$ cat src/hw/maxpool_pkg.sv
// Sizes, row state enum, user field, lane, beat and keep structs for the max-pooling engine

package maxpool_pkg;

  // Array geometry
  localparam int UNITS       = 4;                     // Lanes per group
  localparam int GROUPS      = 2;                     // Groups per beat
  localparam int MEMBERS     = 4;                     // Beats per pooling row
  localparam int WORD_WIDTH  = 8;                     // Signed pixel width
  localparam int LANES       = GROUPS * UNITS;        // Words per column slot
  localparam int MEMBER_BITS = $clog2(MEMBERS);       // Width of the member count

  // Row state
  // MAX_2_S covers pass-through and the first row of a max packet,
  // MAX_4_S the second row where the 2x2 maximum is formed
  typedef enum logic {
    MAX_2_S = 1'b0,                                   // First row or pass-through
    MAX_4_S = 1'b1                                    // Second row, vertical compare
  } pool_state_e;

  // Per-packet mode, constant for the whole packet
  typedef struct packed {
    logic is_max;                                     // Produce 2x2 maxima
    logic is_not_max;                                 // Produce pass-through beats
  } pool_user_t;

  // One signed pixel
  typedef logic signed [WORD_WIDTH-1:0] pool_word_t;

  // One column slot across all lanes, lane 0 in the low bits
  typedef pool_word_t [LANES-1:0] pool_lanes_t;

  // Two horizontally adjacent pixels per lane
  typedef struct packed {
    pool_lanes_t col1;                                // Right pixel of the pair
    pool_lanes_t col0;                                // Left pixel, carries maxima on output
  } pool_beat_t;

  // Byte-lane style keep, one bit per word
  typedef struct packed {
    logic [LANES-1:0] col1;                           // Cleared on pooled beats
    logic [LANES-1:0] col0;                           // Always kept
  } pool_keep_t;

endpackage

$ cat src/hw/maxpool_engine.sv
// Top level of the 2x2 max-pooling engine joining counter, FSM, compare buffer and output select
`timescale 1ns/10ps

module maxpool_engine (
  input  logic                    clk,
  input  logic                    rst,
  input  logic                    s_valid,
  output logic                    s_ready,
  input  maxpool_pkg::pool_beat_t s_data,
  input  maxpool_pkg::pool_user_t s_user,
  output logic                    m_valid,        // No back-pressure on the output
  output maxpool_pkg::pool_beat_t m_data,
  output maxpool_pkg::pool_keep_t m_keep,
  output logic                    m_last
);

  logic                                handshake;       // Beat transfer this edge
  logic [maxpool_pkg::MEMBER_BITS-1:0] count;
  logic                                wrap;
  logic                                sel_max4;
  logic                                buf_shift_first;
  logic                                buf_shift_rest;
  logic                                delay_en;
  logic                                out_max_valid;
  maxpool_pkg::pool_lanes_t            pooled;

  assign handshake = s_valid && s_ready;                // Shared by every block

  pool_member_counter pool_member_counter_inst (
    .clk       (clk),
    .rst       (rst),
    .handshake (handshake),
    .count     (count),
    .wrap      (wrap)
  );

  pool_row_fsm pool_row_fsm_inst (
    .clk             (clk),
    .rst             (rst),
    .handshake       (handshake),
    .wrap            (wrap),
    .count           (count),
    .s_user          (s_user),
    .state           (),
    .s_ready         (s_ready),
    .sel_max4        (sel_max4),
    .buf_shift_first (buf_shift_first),
    .buf_shift_rest  (buf_shift_rest),
    .delay_en        (delay_en),
    .m_valid         (m_valid),
    .m_last          (m_last),
    .out_max_valid   (out_max_valid)
  );

  pool_compare_buffer pool_compare_buffer_inst (
    .clk             (clk),
    .rst             (rst),
    .s_data          (s_data),
    .sel_max4        (sel_max4),
    .buf_shift_first (buf_shift_first),
    .buf_shift_rest  (buf_shift_rest),
    .pooled          (pooled)
  );

  pool_output_select pool_output_select_inst (
    .clk           (clk),
    .rst           (rst),
    .s_data        (s_data),
    .delay_en      (delay_en),
    .out_max_valid (out_max_valid),
    .pooled        (pooled),
    .m_data        (m_data),
    .m_keep        (m_keep)
  );

endmodule

$ cat src/hw/pool_compare_buffer.sv
// Per-lane signed comparators, compare input muxes and the line buffer shift chain
`timescale 1ns/10ps

module pool_compare_buffer (
  input  logic                     clk,
  input  logic                     rst,
  input  maxpool_pkg::pool_beat_t  s_data,
  input  logic                     sel_max4,        // Compare buffered rows
  input  logic                     buf_shift_first, // Load entry 1
  input  logic                     buf_shift_rest,  // Shift entries 2 and up
  output maxpool_pkg::pool_lanes_t pooled           // Newest buffer entry
);

  localparam int DEPTH = maxpool_pkg::MEMBERS + 1;  // One row plus the current beat

  maxpool_pkg::pool_lanes_t cmp_a;                  // Left comparator inputs
  maxpool_pkg::pool_lanes_t cmp_b;                  // Right comparator inputs
  maxpool_pkg::pool_lanes_t max_out;                // Comparator results
  maxpool_pkg::pool_lanes_t buf_q [1:DEPTH];        // Entry 1 newest, DEPTH oldest

  // Horizontal pair normally, second-row result against first-row entry in the compare cycle
  assign cmp_a = sel_max4 ? buf_q[1]     : s_data.col0;
  assign cmp_b = sel_max4 ? buf_q[DEPTH] : s_data.col1;

  // One signed comparator per lane
  for (genvar l = 0; l < maxpool_pkg::LANES; l++) begin : g_lane
    maxpool_pkg::pool_word_t a;
    maxpool_pkg::pool_word_t b;

    assign a = cmp_a[l];
    assign b = cmp_b[l];
    assign max_out[l] = ($signed(a) > $signed(b)) ? a : b;  // Ties pick right value
  end

  // Shift chain
  // After a full first row, entry DEPTH lines up with the second-row beat
  // just written into entry 1, so every compare sees the matching position
  always_ff @(posedge clk) begin
    if (rst) begin
      for (int m = 1; m <= DEPTH; m++) begin
        buf_q[m] <= '0;
      end
    end else begin
      if (buf_shift_first) begin
        buf_q[1] <= max_out;                        // Horizontal max, then 2x2 max
      end
      if (buf_shift_rest) begin
        for (int m = 2; m <= DEPTH; m++) begin
          buf_q[m] <= buf_q[m-1];                   // Age one position per beat
        end
      end
    end
  end

  assign pooled = buf_q[1];                         // Holds the 2x2 max after the compare cycle

endmodule

$ cat src/hw/pool_member_counter.sv
// Modulo-MEMBERS counter of input handshakes with a row-end wrap flag
`timescale 1ns/10ps

module pool_member_counter (
  input  logic                                clk,
  input  logic                                rst,
  input  logic                                handshake,  // Input beat accepted
  output logic [maxpool_pkg::MEMBER_BITS-1:0] count,      // Beat position within row
  output logic                                wrap        // Last beat of row accepted
);

  localparam logic [maxpool_pkg::MEMBER_BITS-1:0] LAST_MEMBER =
    maxpool_pkg::MEMBER_BITS'(maxpool_pkg::MEMBERS - 1);

  logic at_last;                                          // Count sits on final position
  logic [maxpool_pkg::MEMBER_BITS-1:0] count_next;

  assign at_last = (count == LAST_MEMBER);
  assign wrap    = handshake && at_last;                  // Qualified by the transfer

  // Roll back to zero at the row end, MEMBERS need not be a power of two
  assign count_next = at_last ? '0 : count + 1'b1;

  always_ff @(posedge clk) begin
    if (rst) begin
      count <= '0;                                        // Start of a row
    end else if (handshake) begin
      count <= count_next;                                // Only accepted beats count
    end
  end

endmodule

$ cat src/hw/pool_output_select.sv
// Pass-through delay register, output data mux and keep generation
`timescale 1ns/10ps

module pool_output_select (
  input  logic                     clk,
  input  logic                     rst,
  input  maxpool_pkg::pool_beat_t  s_data,
  input  logic                     delay_en,       // Capture the accepted beat
  input  logic                     out_max_valid,  // Pooled beat selected
  input  maxpool_pkg::pool_lanes_t pooled,
  output maxpool_pkg::pool_beat_t  m_data,
  output maxpool_pkg::pool_keep_t  m_keep
);

  maxpool_pkg::pool_beat_t delay_q;                // Pass-through beat, one cycle late

  always_ff @(posedge clk) begin
    if (rst) begin
      delay_q <= '0;
    end else if (delay_en) begin
      delay_q <= s_data;                           // Holds over gaps and compare cycles
    end
  end

  // Pooled maxima ride on col0
  // col1 keeps the stale delayed pixels but is marked unkept
  always_comb begin
    m_data.col0 = out_max_valid ? pooled : delay_q.col0;
    m_data.col1 = delay_q.col1;
  end

  always_comb begin
    m_keep.col0 = '1;                              // Left slot always valid
    m_keep.col1 = out_max_valid ? '0 : '1;         // Half width on pooled beats
  end

endmodule

$ cat src/hw/pool_row_fsm.sv
// Row state machine with ready control, buffer enables, output valid and last generation
`timescale 1ns/10ps

module pool_row_fsm (
  input  logic                                clk,
  input  logic                                rst,
  input  logic                                handshake,
  input  logic                                wrap,
  input  logic [maxpool_pkg::MEMBER_BITS-1:0] count,
  input  maxpool_pkg::pool_user_t             s_user,
  output maxpool_pkg::pool_state_e            state,
  output logic                                s_ready,
  output logic                                sel_max4,        // Compare cycle flag
  output logic                                buf_shift_first, // Enable of buffer entry 1
  output logic                                buf_shift_rest,  // Enable of the other entries
  output logic                                delay_en,        // Capture pass-through beat
  output logic                                m_valid,
  output logic                                m_last,
  output logic                                out_max_valid    // Pooled beat on the output
);

  logic max4_hs;                     // Second-row beat accepted
  logic max_valid_d1;                // First stage of pooled valid
  logic out_delay_valid;             // Pass-through beat on the output
  logic both_max4;                   // Second-row beat in max and non-max mode
  logic last_pair_q;                 // Both outputs of a second-row beat end a packet

  assign max4_hs = handshake && (state == maxpool_pkg::MAX_4_S);

  // Row state toggles at each row end of a max packet
  always_ff @(posedge clk) begin
    if (rst) begin
      state <= maxpool_pkg::MAX_2_S;
    end else if (wrap && s_user.is_max) begin
      state <= (state == maxpool_pkg::MAX_2_S) ? maxpool_pkg::MAX_4_S : maxpool_pkg::MAX_2_S;
    end
  end

  // Compare cycle follows every second-row handshake
  always_ff @(posedge clk) begin
    if (rst) begin
      sel_max4 <= 1'b0;
    end else begin
      sel_max4 <= max4_hs;
    end
  end

  assign s_ready = ~sel_max4;        // Comparator busy with buffered values

  // Entry 1 shifts again in the compare cycle to take the 2x2 maximum
  assign buf_shift_first = s_user.is_max && (handshake || sel_max4);
  assign buf_shift_rest  = s_user.is_max && handshake;
  assign delay_en        = s_user.is_not_max && handshake;

  // Valid pipelines, one stage for pass-through and two for pooled
  always_ff @(posedge clk) begin
    if (rst) begin
      out_delay_valid <= 1'b0;
      max_valid_d1    <= 1'b0;
      out_max_valid   <= 1'b0;
    end else begin
      out_delay_valid <= delay_en;
      max_valid_d1    <= max4_hs && s_user.is_max;
      out_max_valid   <= max_valid_d1;
    end
  end

  assign m_valid = out_max_valid || out_delay_valid;  // Never both, s_ready gap keeps them apart

  // Held until the next beat, covers the pass-through and the pooled output
  assign both_max4 = max4_hs && s_user.is_max && s_user.is_not_max;

  always_ff @(posedge clk) begin
    if (rst) begin
      last_pair_q <= 1'b0;
    end else if (handshake) begin
      last_pair_q <= both_max4;
    end
  end

  assign m_last = m_valid && ((count == '0) || last_pair_q);  // Row end or paired beat

endmodule

$ cat config.mk
export PLATFORM = sky130hd
export DESIGN_NAME = maxpool_engine
export DESIGN_NICKNAME = d
export VERILOG_FILES = /design/src/hw/maxpool_pkg.sv /design/src/hw/maxpool_engine.sv /design/src/hw/pool_compare_buffer.sv /design/src/hw/pool_member_counter.sv /design/src/hw/pool_output_select.sv /design/src/hw/pool_row_fsm.sv
export SDC_FILE = /design/constraint.sdc
export NUM_CORES = 1
export LEC_CHECK = 0
export ABC_CLOCK_PERIOD_IN_PS = 16500
export BUFFER_PORTS_ARGS = -buffer_cell sky130_fd_sc_hd__buf_2
export CAP_MARGIN = 5
export CORE_ASPECT_RATIO = 1.25
export CORE_MARGIN = 2
export CORE_UTILIZATION = 30
export DETAILED_ROUTE_END_ITERATION = 12
export GPL_TIMING_DRIVEN = 0
export PLACE_DENSITY_LB_ADDON = 0.05
export SETUP_SLACK_MARGIN = 0.15
export SLEW_MARGIN = 20
export SYNTH_ARGS = -nofsm -noshare
export SYNTH_HDL_FRONTEND = slang
export SYNTH_SLANG_ARGS = --single-unit
$ cat constraint.sdc
create_clock -name clk -period 16.5 [get_ports clk]
set_input_delay 0 -clock clk [delete_from_list [all_inputs] [get_ports clk]]
set_output_delay 0 -clock clk [all_outputs]
set_load 0.01 [all_outputs]
## Word-level counts from Yosys, hierarchy flattened

Memory sizes are Yosys's and may differ from the RTL's.
Cells that the tools add are included.

- Register bits after elaboration: 136
- Memory bits (writable): 320
- Bits of input ports: 133
- Output and inout port bits: 147
- Word-level logic and storage cells: 81
- Memories: 1

- $add $sub $neg: 1
- $lt $le $gt $ge: 8
- Eq/ne operators: 1
- Multiplexer cells: 27
- Bitwise operators: 6
- Reductions and logical operators: 14

Memories:

| name | words | width | rd ports | clocked after memory_dff | write ports | RTL line | text |
|---|---|---|---|---|---|---|---|
| pool_compare_buffer_inst.buf_q | 5 | 64 | 5 | 0 | 5 | pool_compare_buffer.sv:19 | `maxpool_pkg::pool_lanes_t buf_q [1:DEPTH];` |

Operators by type and width:

| cell | count |
|---|---|
| 2-to-1 mux 64 bit | 8 |
| 2-to-1 mux 8 bit | 9 |
| greater-than comparator 8 bit | 8 |
| logical AND 1 bit | 10 |
| 2-to-1 mux 1 bit | 9 |
| bitwise OR 1 bit | 5 |
| logical OR 1 bit | 3 |
| adder 2 x 1 -> 2 bit (second input constant) | 1 |
| == test 2 bit (second input constant) | 1 |
| zero test 2 bit | 1 |
| 2-to-1 mux 2 bit | 1 |
| NOT 1 bit | 1 |

## Depth between registers and ports, before layout

- Depth in word-level cells: 8
- Mapped depth: 12
- Depth with buffers taken out: 8

## By module

Synthesis repeated with hierarchy kept, for this count alone.

- Cell total of the unflattened synthesis: 1802
- Area total of the unflattened synthesis: 22589.2 um^2

By module, submodules not included:

| module | instances | cells each | area an instance (um^2) | seq. area each (um^2) |
|---|---|---|---|---|
| pool_compare_buffer | 1 | 1205 | 16208.0 | 9609.2 |
| pool_output_select | 1 | 564 | 6042.0 | 2562.5 |
| pool_row_fsm | 1 | 23 | 240.2 | 120.1 |
| pool_member_counter | 1 | 9 | 92.6 | 40.0 |
| maxpool_engine | 1 | 1 | 6.3 | 0.0 |

## Worst setup path before layout

OpenSTA, ideal clock, no wires.

- Path type: input -> register
- From: input port rst
- To: register pool_compare_buffer_inst.buf_q[0][128] (netlist name)
- Setup time: 663 ps
- Arrival: 6867 ps
- Data required time: 15837 ps
- Setup slack: 8970 ps
- Cell stages on the path: 4
- Path buffers: 3
- Cells stage by stage: clkbuf_1 -> clkbuf_1 -> clkbuf_1 -> nand2b_1

RTL lines:

| what | RTL line | text |
|---|---|---|
| start, declared | maxpool_engine.sv:6 | `input logic rst,` |

==> flow_metrics.env <==
export IMPL_ys_warn_count=0
export IMPL_cts_tree="done"
export IMPL_fp_row_count=110
export IMPL_rsz0062_at_grt="no"
export IMPL_core_area_um2=71800
export IMPL_vias_per_cell=4.61
export IMPL_cts_root_buf="clkbuf_16"
export IMPL_clk_latency_ps=610
export IMPL_grt_ovfl_total=0
export IMPL_clk_pin_slew_ps=60
export IMPL_hold_path_class="primary input to flip-flop"
export IMPL_chipWidth_um=245
export IMPL_report_final_slew_viol_count=0
export IMPL_final_cell_area_um2=27400
export IMPL_fillers=7203
export IMPL_synth_top_cells_by_count="nand2_1 (331), edfxtp_1 (320), and2_1 (258), a21oi_1 (142), dfxtp_1 (136)"
export IMPL_synth_edf_count=320
export IMPL_path_class="flip-flop to flip-flop"
export IMPL_die_area_um2=74600
export IMPL_async_flop_share=0
export IMPL_syn_area_per_cell_um2=11.5
export IMPL_setup_viol=0
export IMPL_drtPass1Iterations=5
export IMPL_power_leakage_nw=11.0
export IMPL_fin_crit_ps=4060
export IMPL_placed_area_um2=24500
export IMPL_place_congestion=0.807
export IMPL_drt_iter0_markers=790
export IMPL_worst_clock_skew_ps=25.1
export IMPL_period_share=0.246
export IMPL_totalWireLength_um=72900
export IMPL_power_density_nw_per_um2=101
export IMPL_pwr_share_comb=0.109
export IMPL_fmax_mhz=246
export IMPL_ys_seq_area_frac=0.568
export IMPL_pre_cts_ws_ps=12410
export IMPL_worstPathMaxFanout=10
export IMPL_yosysTopAreaCellShare=0.442
export IMPL_layout_nets=2562
export IMPL_clock_sinks=456
export IMPL_syn2layout_area_growth_pct=26.3
export IMPL_synth_most_common_cell="nand2_1"
export IMPL_power_internal_mw=2.08
export IMPL_drv_cap=0
export IMPL_dpl_hpwl_um=53300
export IMPL_critical_path_required_ps=16810
export IMPL_synth_top_area_cell="edfxtp_1"
export IMPL_ys_ff_latch=456
export IMPL_route_detailed_drc=0
export IMPL_grtUsageTotal=0.195
export IMPL_clock_path_buffers=3
export IMPL_max_vdd_ir_drop_mv=0.0688
export IMPL_antenna_found_initial=3
export IMPL_layout_drive_gt1_share=0.249
export IMPL_finalHoldViolations=0
export IMPL_wl_per_cell_um=21.7
export IMPL_seqPwrFrac=0.477
export IMPL_grt_pass1_vias=16100
export IMPL_route_antenna_remaining_nets=0
export IMPL_max_slew_margin=0.293
export IMPL_fp_dieH_um=305
export IMPL_cts_buffers=52
export IMPL_vias=15500
export IMPL_syn_inst=1891
export IMPL_crit_path_end_kind="flip-flop"
export IMPL_finalPower_mw=2.78
export IMPL_switchingPower_mw=0.702
export IMPL_p_sw_frac=0.252
export IMPL_worstPathArrival_ps=4370
export IMPL_syn_area_um2=21700
export IMPL_pwr_share_clk=0.413
export IMPL_io_buffers=271
export IMPL_start_util=0.302
export IMPL_worst_slack_ps=12440
export IMPL_synth_distinct_cells=43
export IMPL_synth_ff_type="edfxtp_1"
export IMPL_grt_max_degree=54
export IMPL_worstMarginPinSlew_ps=1060
export IMPL_grt_pass1_wl_um=106000
export IMPL_io_pins=280
export IMPL_tns_ps=0
export IMPL_cts_max_level=2
export IMPL_crit_path_start_kind="flip-flop"
export IMPL_status="completed"
export IMPL_synthTopCellsByArea="edfxtp_1 (44%), dfxtp_1 (13%), and2_1 (7.4%)"
-- per-layer routing --
metal | vias to the layer above | GRT usage | part of all wire
li1 | 7472 | - | -
met1 | 7582 | 0.246 | 0.43
met2 | 342 | 0.347 | 0.51
met3 | 95 | 0.0249 | 0.035
met4 | 0 | 0.0569 | 0.028
met5 | - | 0 | 0
-- cell usage in the layout, fill, tap and decap left out, types with 87 or more instances in the layout --
cell and count:
a21oi_1 142, mux2i_1 127, mux2_2 121, dfxtp_1 136
nand2_1 331, clkbuf_1 87, edfxtp_1 320, dlygate4sd3_1 134
buf_2 304, and2_1 258
-- registers in the layout, summed over array words and instances (netlist names) --
name,flops
pool_compare_buffer_inst.buf_q,320
pool_member_counter_inst.count,2
pool_output_select_inst.delay_q,64
pool_output_select_inst.m_data,64
pool_row_fsm_inst.last_pair_q,1
pool_row_fsm_inst.max_valid_d1,1
pool_row_fsm_inst.out_delay_valid,1
pool_row_fsm_inst.out_max_valid,1
pool_row_fsm_inst.sel_max4,1
pool_row_fsm_inst.state,1
-- critical path, stage by stage (launching register included) --
cell	delay, ps
dfxtp_1	300
clkbuf_1	180
buf_2	510
buf_2	490
mux2i_1	360
inv_1	80
ha_1	350
nand4_1	150
a211oi_2	70
a311oi_4	520
mux2i_2	560
a221oi_1	190
-- path summary, 6_finish.rpt --
path                                        from                                     to  slack [ps]  cells after the start
max                   pool_row_fsm_inst.sel_max4  pool_compare_buffer_inst.buf_q[0][86]       12440                     11
min                                   s_data[11]    pool_output_select_inst.delay_q[11]         200                      4
max reg2reg           pool_row_fsm_inst.sel_max4  pool_compare_buffer_inst.buf_q[0][86]       12440                     11
min reg2reg  pool_output_select_inst.delay_q[51]    pool_output_select_inst.delay_q[51]         450                      2
-- area by class of cell --
class | count | area (µm²) | area share
plain buffers | 196 | 1080 | 0.0394
clock buffers | 72 | 1410 | 0.0513
inverters | 16 | 60.1 | 0.00219
diodes | 1 | 2.50 | 0.0000912
flip-flops and latches | 456 | 12300 | 0.449
clock inverters | 24 | 224 | 0.00816
well taps | 952 | 1190 | 0.0434
multi-input cells | 1230 | 8290 | 0.302
repair buffers | 411 | 2850 | 0.104
-- metrics by stage --
step | util | instances | hold slack, ps
final | 0.382 | 3358 | 198
after global routing | 0.382 | 3357 | 191
after CTS | 0.382 | 3357 | 161
after detailed placement | 0.340 | 3127 | 262
after global placement | 0.338 | 3121 | 259
after floorplan | - | 1898 | 122
-- power groups by stage --
stage | sequential, mW | clock, mW | combinational [mW]
after global routing | 1.34 | 1.22 | 0.335
final | 1.33 | 1.15 | 0.304
after floorplan | 1.35 | 0 | 0.166
after global placement | 1.37 | 0 | 0.277
after CTS | 1.33 | 1.19 | 0.310
after detailed placement | 1.35 | 0 | 0.285
-- kinds of logic after synthesis --
kind of cell / synth area share
buf+inv: 0.0523
other cells: 0.000173
xor+xnor: 0.000403
compound gates: 0.0568
fa+ha+maj: 0.0380
flops: 0.568
mux: 0.122
simple gates: 0.163
-- repair_timing --
item                                   4_1_cts  5_1_grt
setup buffers                                0        0
resized for setup                            0        0
endpoints found under the hold margin      193        0
hold buffers                               134        0
No activity file was read; power rests on OpenSTA's default activity.
